### src/design/cnn_pkg.sv
// sizes are fixed for one 16x16 frame of 4-bit pixels, so the derived widths must be rechecked if any changes
`default_nettype none

package cnn_pkg;

	// input frame, streamed in raster order
	localparam int img_w = 16;
	localparam int img_h = 16;
	localparam int pixel_w = 4;

	// laplacian output, 4*15 at most in either direction
	localparam int lap_w = 7;
	localparam int lap_w_out = img_w - 2;
	localparam int lap_h_out = img_h - 2;

	// pattern kernel, weights arrive already filtered
	localparam int weight_w = 8;
	localparam int kernel_taps = 9;

	// correlation output, nine 15-bit products need 19 bits so one spare is kept
	localparam int corr_w = 20;
	localparam int corr_w_out = lap_w_out - 2;
	localparam int corr_h_out = lap_h_out - 2;

	// 2x2 pooling without overlap
	localparam int pool_w_out = corr_w_out / 2;
	localparam int pool_count = pool_w_out * (corr_h_out / 2);

	// detection count, wide enough to hold pool_count
	localparam int count_w = 6;

	// a pooled value is a hit when it is greater than or equal to this
	localparam logic signed [corr_w-1:0] detect_threshold = corr_w'(200);

	typedef struct packed {
		logic valid;
		logic [pixel_w-1:0] pixel;
	} pixel_t;

	typedef struct packed {
		logic valid;
		logic signed [weight_w-1:0] weight;
	} weight_load_t;

	typedef struct packed {
		logic valid;
		logic signed [lap_w-1:0] value;
	} lap_sample_t;

	typedef struct packed {
		logic valid;
		logic signed [corr_w-1:0] value;
	} corr_sample_t;

	typedef struct packed {
		logic valid;
		logic [count_w-1:0] count;
	} detect_result_t;

	// row phase of the pooling stage
	typedef enum logic {
		pool_even_row,
		pool_odd_row
	} pool_phase_t;

endpackage

`default_nettype wire

### src/design/correlation_stage.sv
// weights must be loaded between frames; the last nine loaded apply, in raster order
`default_nettype none

module correlation_stage (
	input logic clk,
	input logic rst,
	input cnn_pkg::lap_sample_t lap_in,
	input cnn_pkg::weight_load_t weight_in,
	output cnn_pkg::corr_sample_t corr_out
);

	localparam int lw = cnn_pkg::lap_w;
	localparam int taps = cnn_pkg::kernel_taps;

	logic win_valid;
	logic [taps*lw-1:0] win;
	logic signed [cnn_pkg::weight_w-1:0] weights [taps];
	logic signed [cnn_pkg::corr_w-1:0] tap_ext [taps];
	logic signed [cnn_pkg::corr_w-1:0] weight_ext [taps];
	logic signed [cnn_pkg::corr_w-1:0] products [taps];
	logic products_valid;
	logic signed [cnn_pkg::corr_w-1:0] sum;

	window_3x3 #(
		.sample_w(lw),
		.row_len(cnn_pkg::lap_w_out),
		.row_count(cnn_pkg::lap_h_out)
	) window_inst (
		.clk(clk),
		.rst(rst),
		.in_valid(lap_in.valid),
		.in_sample(lap_in.value),
		.win_valid(win_valid),
		.win(win)
	);

	// weights shift towards tap 0, so after nine loads the first one sits there
	always_ff @(posedge clk) begin
		if (rst) begin
			for (int k = 0; k < taps; k++) begin
				weights[k] <= '0;
			end
		end else if (weight_in.valid) begin
			for (int k = 0; k < taps - 1; k++) begin
				weights[k] <= weights[k+1];
			end
			weights[taps-1] <= weight_in.weight;
		end
	end

	// both operands are sign extended to the full result width
	always_comb begin
		for (int k = 0; k < taps; k++) begin
			tap_ext[k] = {{(cnn_pkg::corr_w - lw){win[k*lw+lw-1]}}, win[k*lw +: lw]};
			weight_ext[k] = {{(cnn_pkg::corr_w - cnn_pkg::weight_w){weights[k][cnn_pkg::weight_w-1]}},
				weights[k]};
		end
		sum = '0;
		for (int k = 0; k < taps; k++) begin
			sum = sum + products[k];
		end
	end

	// first cycle registers the products, second registers their sum
	always_ff @(posedge clk) begin
		if (win_valid) begin
			for (int k = 0; k < taps; k++) begin
				products[k] <= tap_ext[k] * weight_ext[k];
			end
		end
		if (products_valid) begin
			corr_out.value <= sum;
		end
		if (rst) begin
			products_valid <= 1'b0;
			corr_out.valid <= 1'b0;
		end else begin
			products_valid <= win_valid;
			corr_out.valid <= products_valid;
		end
	end

endmodule

`default_nettype wire

### src/design/detect_counter.sv
// a frame is closed by its 36th pooled sample, so a lost sample shifts every later frame
`default_nettype none

module detect_counter (
	input logic clk,
	input logic rst,
	input cnn_pkg::corr_sample_t pool_in,
	output cnn_pkg::detect_result_t result
);

	logic [cnn_pkg::count_w-1:0] sample_cnt;
	logic [cnn_pkg::count_w-1:0] hit_cnt;
	logic [cnn_pkg::count_w-1:0] hit_inc;
	logic last_sample;

	assign hit_inc = {{(cnn_pkg::count_w - 1){1'b0}}, (pool_in.value >= cnn_pkg::detect_threshold)};
	assign last_sample = pool_in.valid && (sample_cnt == cnn_pkg::pool_count - 1);

	always_ff @(posedge clk) begin
		if (last_sample) begin
			result.count <= hit_cnt + hit_inc;
		end
		if (rst) begin
			sample_cnt <= '0;
			hit_cnt <= '0;
			result.valid <= 1'b0;
		end else begin
			result.valid <= last_sample;
			// both counts start over once the frame is reported
			if (last_sample) begin
				sample_cnt <= '0;
				hit_cnt <= '0;
			end else if (pool_in.valid) begin
				sample_cnt <= sample_cnt + 1'b1;
				hit_cnt <= hit_cnt + hit_inc;
			end
		end
	end

endmodule

`default_nettype wire

### src/design/laplacian_stage.sv
// interior pixels only, so each 16x16 frame yields 14x14 results one cycle after the completing pixel
`default_nettype none

module laplacian_stage (
	input logic clk,
	input logic rst,
	input cnn_pkg::pixel_t pixel_in,
	output cnn_pkg::lap_sample_t lap_out
);

	localparam int pw = cnn_pkg::pixel_w;
	localparam int pad = cnn_pkg::lap_w - cnn_pkg::pixel_w;

	logic win_valid;
	logic [9*pw-1:0] win;
	logic signed [cnn_pkg::lap_w-1:0] centre;
	logic signed [cnn_pkg::lap_w-1:0] edge_sum;
	logic signed [cnn_pkg::lap_w-1:0] lap_value;

	window_3x3 #(
		.sample_w(pw),
		.row_len(cnn_pkg::img_w),
		.row_count(cnn_pkg::img_h)
	) window_inst (
		.clk(clk),
		.rst(rst),
		.in_valid(pixel_in.valid),
		.in_sample(pixel_in.pixel),
		.win_valid(win_valid),
		.win(win)
	);

	// pixels are unsigned, so they are zero extended before the subtraction
	always_comb begin
		centre = {{pad{1'b0}}, win[4*pw +: pw]};
		edge_sum = {{pad{1'b0}}, win[1*pw +: pw]} + {{pad{1'b0}}, win[3*pw +: pw]}
			+ {{pad{1'b0}}, win[5*pw +: pw]} + {{pad{1'b0}}, win[7*pw +: pw]};
		lap_value = (centre <<< 2) - edge_sum;
	end

	always_ff @(posedge clk) begin
		if (win_valid) begin
			lap_out.value <= lap_value;
		end
		if (rst) begin
			lap_out.valid <= 1'b0;
		end else begin
			lap_out.valid <= win_valid;
		end
	end

endmodule

`default_nettype wire

### src/design/max_pool_stage.sv
// expects full 12x12 frames with an even row count, so the phase is back on an even row at frame end
`default_nettype none

module max_pool_stage (
	input logic clk,
	input logic rst,
	input cnn_pkg::corr_sample_t corr_in,
	output cnn_pkg::corr_sample_t pool_out
);

	localparam int col_bits = $clog2(cnn_pkg::corr_w_out);

	logic [col_bits-1:0] col;
	cnn_pkg::pool_phase_t phase;
	logic [$clog2(cnn_pkg::pool_w_out)-1:0] pair_idx;
	logic signed [cnn_pkg::corr_w-1:0] first_value;
	logic signed [cnn_pkg::corr_w-1:0] pair_max;
	logic signed [cnn_pkg::corr_w-1:0] block_max;
	logic signed [cnn_pkg::corr_w-1:0] row_buf [cnn_pkg::pool_w_out];
	logic block_done;

	// column pairs (0,1), (2,3) and so on share one buffer entry
	assign pair_idx = col[col_bits-1:1];
	assign block_done = corr_in.valid && col[0] && (phase == cnn_pkg::pool_odd_row);

	always_comb begin
		pair_max = (corr_in.value > first_value) ? corr_in.value : first_value;
		block_max = (pair_max > row_buf[pair_idx]) ? pair_max : row_buf[pair_idx];
	end

	always_ff @(posedge clk) begin
		if (rst) begin
			col <= '0;
			phase <= cnn_pkg::pool_even_row;
		end else if (corr_in.valid) begin
			if (col == cnn_pkg::corr_w_out - 1) begin
				col <= '0;
				if (phase == cnn_pkg::pool_even_row) begin
					phase <= cnn_pkg::pool_odd_row;
				end else begin
					phase <= cnn_pkg::pool_even_row;
				end
			end else begin
				col <= col + 1'b1;
			end
		end
	end

	// the left sample of a pair waits here; even rows park the pair maximum for the odd row
	always_ff @(posedge clk) begin
		if (corr_in.valid) begin
			if (!col[0]) begin
				first_value <= corr_in.value;
			end else if (phase == cnn_pkg::pool_even_row) begin
				row_buf[pair_idx] <= pair_max;
			end
		end
	end

	always_ff @(posedge clk) begin
		if (block_done) begin
			pool_out.value <= block_max;
		end
		if (rst) begin
			pool_out.valid <= 1'b0;
		end else begin
			pool_out.valid <= block_done;
		end
	end

endmodule

`default_nettype wire

### src/design/pattern_detector.sv
// no back-pressure anywhere; result arrives 5 cycles after the last pixel of a frame
`default_nettype none

module pattern_detector (
	input logic clk,
	input logic rst,
	input cnn_pkg::pixel_t pixel_in,
	input cnn_pkg::weight_load_t weight_in,
	output cnn_pkg::detect_result_t result
);

	cnn_pkg::lap_sample_t lap_sample;
	cnn_pkg::corr_sample_t corr_sample;
	cnn_pkg::corr_sample_t pool_sample;

	// edge filter over the raw pixels
	laplacian_stage laplacian_inst (
		.clk(clk),
		.rst(rst),
		.pixel_in(pixel_in),
		.lap_out(lap_sample)
	);

	// match against the loaded pattern
	correlation_stage correlation_inst (
		.clk(clk),
		.rst(rst),
		.lap_in(lap_sample),
		.weight_in(weight_in),
		.corr_out(corr_sample)
	);

	max_pool_stage max_pool_inst (
		.clk(clk),
		.rst(rst),
		.corr_in(corr_sample),
		.pool_out(pool_sample)
	);

	// one count per frame
	detect_counter detect_inst (
		.clk(clk),
		.rst(rst),
		.pool_in(pool_sample),
		.result(result)
	);

endmodule

`default_nettype wire

### src/design/window_3x3.sv
// the newest window column is combinational from the current sample; row_len and row_count must be at least 3
`default_nettype none

module window_3x3 #(
	parameter int sample_w = 4,
	parameter int row_len = 16,
	parameter int row_count = 16
) (
	input logic clk,
	input logic rst,
	input logic in_valid,
	input logic [sample_w-1:0] in_sample,
	output logic win_valid,
	output logic [9*sample_w-1:0] win
);

	logic [$clog2(row_len)-1:0] col;
	logic [$clog2(row_count)-1:0] row;

	// line buffers, indexed by column
	logic [sample_w-1:0] line_prev [row_len];
	logic [sample_w-1:0] line_older [row_len];

	// window columns, entry 0 is the top row
	logic [sample_w-1:0] col_now [3];
	logic [sample_w-1:0] col_prev [3];
	logic [sample_w-1:0] col_older [3];

	// the current column comes straight from the line buffers and the input
	always_comb begin
		col_now[0] = line_older[col];
		col_now[1] = line_prev[col];
		col_now[2] = in_sample;
	end

	// taps in raster order, tap 0 in the low bits and tap 8 (the newest sample) on top
	assign win = {col_now[2], col_prev[2], col_older[2],
		col_now[1], col_prev[1], col_older[1],
		col_now[0], col_prev[0], col_older[0]};

	// a window is complete only once two full rows and two columns precede it
	assign win_valid = in_valid && (row >= 2) && (col >= 2);

	always_ff @(posedge clk) begin
		if (rst) begin
			col <= '0;
			row <= '0;
		end else if (in_valid) begin
			if (col == row_len - 1) begin
				col <= '0;
				if (row == row_count - 1) begin
					row <= '0;
				end else begin
					row <= row + 1'b1;
				end
			end else begin
				col <= col + 1'b1;
			end
		end
	end

	always_ff @(posedge clk) begin
		if (in_valid) begin
			line_older[col] <= line_prev[col];
			line_prev[col] <= in_sample;
			for (int r = 0; r < 3; r++) begin
				col_older[r] <= col_prev[r];
				col_prev[r] <= col_now[r];
			end
		end
	end

endmodule

`default_nettype wire

### config.mk
export PLATFORM = sky130hd
export DESIGN_NAME = pattern_detector
export DESIGN_NICKNAME = d
export VERILOG_FILES = /design/src/design/cnn_pkg.sv /design/src/design/correlation_stage.sv /design/src/design/detect_counter.sv /design/src/design/laplacian_stage.sv /design/src/design/max_pool_stage.sv /design/src/design/pattern_detector.sv /design/src/design/window_3x3.sv
export SDC_FILE = /design/constraint.sdc
export NUM_CORES = 2
export LEC_CHECK = 0
export BUFFER_PORTS_ARGS = -buffer_cell sky130_fd_sc_hd__clkbuf_2
export CORE_MARGIN = 4
export CORE_UTILIZATION = 55
export CTS_CLUSTER_SIZE = 30
export DETAILED_ROUTE_END_ITERATION = 16
export PLACE_DENSITY = 0.68
export SLEW_MARGIN = 25
export SYNTH_ARGS = -nofsm -noshare
export SYNTH_HDL_FRONTEND = slang
export SYNTH_SLANG_ARGS = --single-unit
### constraint.sdc
create_clock -name clk -period 9.38 [get_ports clk]
set_clock_uncertainty 0.05 [all_clocks]
set_input_delay 1.407 -clock clk [delete_from_list [all_inputs] [get_ports clk]]
set_output_delay 1.407 -clock clk [all_outputs]
set_load 0.01 [all_outputs]
==> out/results.tsv <==
metric	value	unit
status	finished clean	
grt_pass1_wl	171000	µm
die_w	319	µm
setup_viol	0	
grt_start_max_net_pins	79	
drive_gt1_share	7.78	%
drc	0	
path_cells	buf_4 > mux4_2 > mux2i_1 > nor2_1 > a21oi_1 > inv_1 > nand2_1 > fa_1 > fa_1 > inv_1 > fa_1 > inv_1 > fa_1 > inv_1 > ha_1 > a21oi_1 > o21bai_1 > a21oi_1 > o21ai_0 > a21o_1 > a21oi_1 > xnor2_1	
clk_pin_slew_worst_paths	0.06	ns
gr-total-overflow	0	
top_layer_used	met5	
dieArea	102000	µm²
finalCritPeriodShare	72.9	%
syn_avg_cell_area	13.3	µm²
rows	113	
grt_pass1_vias	30600	
power_leakage	23.5	nW
clk_latency	0.67	ns
pre_cts_ws	2.52	ns
ys_seq_area_share	45.7	%
yosysMostFrequentCell	edfxtp_1	
place_congestion	0.865	
die-height	319	µm
timing.fmax	0.146	GHz
drtIter0Drc	1982	
ir_worst_vdd	0.171	mV
synthFlopType	edfxtp_1	
syn-num-nets	4899	
required	9.73	ns
cts_hold_buf	0	
syn_inst	4019	
avgRoutedWirePerCell	19.7	µm
cts_sinks	828	
synthTopCellsByArea	edfxtp_1, fa_1, ha_1	
power_density	164	nW/µm²
path_class	register to register	
rsz0062_at_grt	false	
crit_fanout	40	
ys_ff_latch	828	
vias	29200	
async_flop_share	0	%
core_area	95600	µm²
initial_core_util	55.7	%
synthTopCellsByCount	edfxtp_1, inv_1, fa_1	
ios	23	
met1_length	46800	µm
cts_root_buf	clkbuf_16	
drt-total-wl	107000	µm
synth_edf_count	779	
tns	0	ns
cts_resized	0	
firstDrtPassIters	5	
dp_hpwl	78400	µm
port_buffers	22	
post-cts-setup-buffers	0	
nFillCells	7464	
wl_met3	4890	µm
hp-class	register to register	
period_needed	6.84	ns
synth_cell_type_count	57	
cts-buffers-inserted	87	
cts_max_level	3	
grtUsageTotal	21.5	%
crit_path_end_kind	register	
area_delta_synth_final	8.87	%
hold_violations	0	
maxCapViolations	0	
yosys.area.top_type	edfxtp_1	
worst-path-buf-inv	5	
reg2reg_slack	2.54	ns
worst_pin_slew	1.03	ns
viasPerCell	5.39	
cts_tree	built	
startpoint_type	register	
synth_warnings	0	
fin_nets	4966	
max_slew_margin	31.4	%
ant_nets	0	
synth.top_cell.area_share	43.9	%
netlist_area	53300	µm²
slew_violations	0	
critPathArrivalTime	7.20	ns
antenna_found_initial	5	
wl_met2	52400	µm
cpPeakStageDelay	0.88	ns
critPathTopFamily	adder cells	
cp_slowest_cell	dfxtp_4	
worst_slack	2.54	ns
clk_path_buf_depth	3	
worst register-to-register path, cell delays in order (launching register included):
cell	delay, ns
dfxtp_4	0.88
buf_4	0.48
mux4_2	0.56
mux2i_1	0.13
nor2_1	0.06
a21oi_1	0.66
inv_1	0.13
nand2_1	0.13
fa_1	0.41
fa_1	0.50
inv_1	0.05
fa_1	0.47
inv_1	0.05
fa_1	0.47
inv_1	0.04
ha_1	0.30
a21oi_1	0.23
o21bai_1	0.09
a21oi_1	0.24
o21ai_0	0.19
a21o_1	0.21
a21oi_1	0.16
xnor2_1	0.09
cells in the final DEF (no fill, tap or decap), types with 91 or more instances in the layout:
cell type,instances
edfxtp_1,779
nand2_1,230
nor2b_1,102
mux4_2,102
mux2i_1,91
a21oi_1,133
fa_1,512
ha_1,352
xnor2_1,154
and2_1,296
inv_1,656
nor2_1,117
layer usage:
layer	GRT usage, %	vias up
li1	-	13600
met5	0	-
met2	35.9	554
met3	3.08	148
met4	5.54	2
met1	30.2	14900
final timing paths:
kind | startpoint | end | depth (start not counted)
worst min-delay path | laplacian_inst.window_inst.col_prev[0][6] | laplacian_inst.window_inst.col_older[1][2] | 0
worst max-delay path | register | correlation_inst.products[0][53] | 22
worst min register to register | laplacian_inst.window_inst.col_prev[0][6] | laplacian_inst.window_inst.col_older[1][2] | 0
worst max register to register | register | correlation_inst.products[0][53] | 22
per-stage QoR:
stage          instances  power (mW)  cell area, µm²  util, %  hold WS [ns]
6_report            5422        9.51           58000     60.7         0.408
5_1_grt             5419        10.0           58000     60.7         0.425
4_1_cts             5418        9.62           58000     60.7         0.407
3_5_place_dp        5261        6.12           55000     57.6         0.395
3_3_place_gp        5261        6.09           55000     57.6         0.393
2_1_floorplan       4019        5.65           53300        -         0.374
flip-flops by register name (all words and copies together), names as in the netlist, 4 cells and up, named ones only:
signal                                   flops
laplacian_inst.lap_out                       8
laplacian_inst.window_inst.row               4
max_pool_inst.row_buf                      120
correlation_inst.corr_out                   21
correlation_inst.window_inst.row             4
correlation_inst.window_inst.line_prev      98
laplacian_inst.window_inst.line_prev        64
correlation_inst.products                  135
detect_inst.hit_cnt                          6
laplacian_inst.window_inst.col               4
correlation_inst.window_inst.line_older     98
laplacian_inst.window_inst.line_older       64
detect_inst.sample_cnt                       6
correlation_inst.window_inst.col_older      21
laplacian_inst.window_inst.col_prev         12
max_pool_inst.first_value                   20
correlation_inst.weights                    72
correlation_inst.window_inst.col_prev       21
detect_inst.result                           7
correlation_inst.window_inst.col             4
laplacian_inst.window_inst.col_older         4
max_pool_inst.col                            4
max_pool_inst.pool_out                      18
kinds of logic after synthesis:
family	count (synthesis)	synth area share, %
simple gates	907	8.89
fa+ha+maj	864	27.5
flops	828	45.7
buf+inv	731	5.21
compound gates	305	3.49
mux	194	6.04
xor+xnor	190	3.12
power by group:
group / internal [mW] / switching, mW / leakage [nW]
clock: 2.02 / 1.46 / 1.41
sequential: 4.15 / 0.0642 / 7.56
combinational: 0.801 / 1.01 / 14.6
cell type report:
class | count | area, µm² | share of cell area, %
multi-input cells | 2460 | 26300 | 45.3
flip-flops and latches | 828 | 24400 | 42.0
inverters | 658 | 2470 | 4.26
clock buffers | 113 | 2400 | 4.13
well taps | 1265 | 1580 | 2.73
clock inverters | 44 | 536 | 0.923
repair buffers | 51 | 335 | 0.578
diodes | 3 | 7.51 | 0.0129
Power figures use the tool's default switching activity.
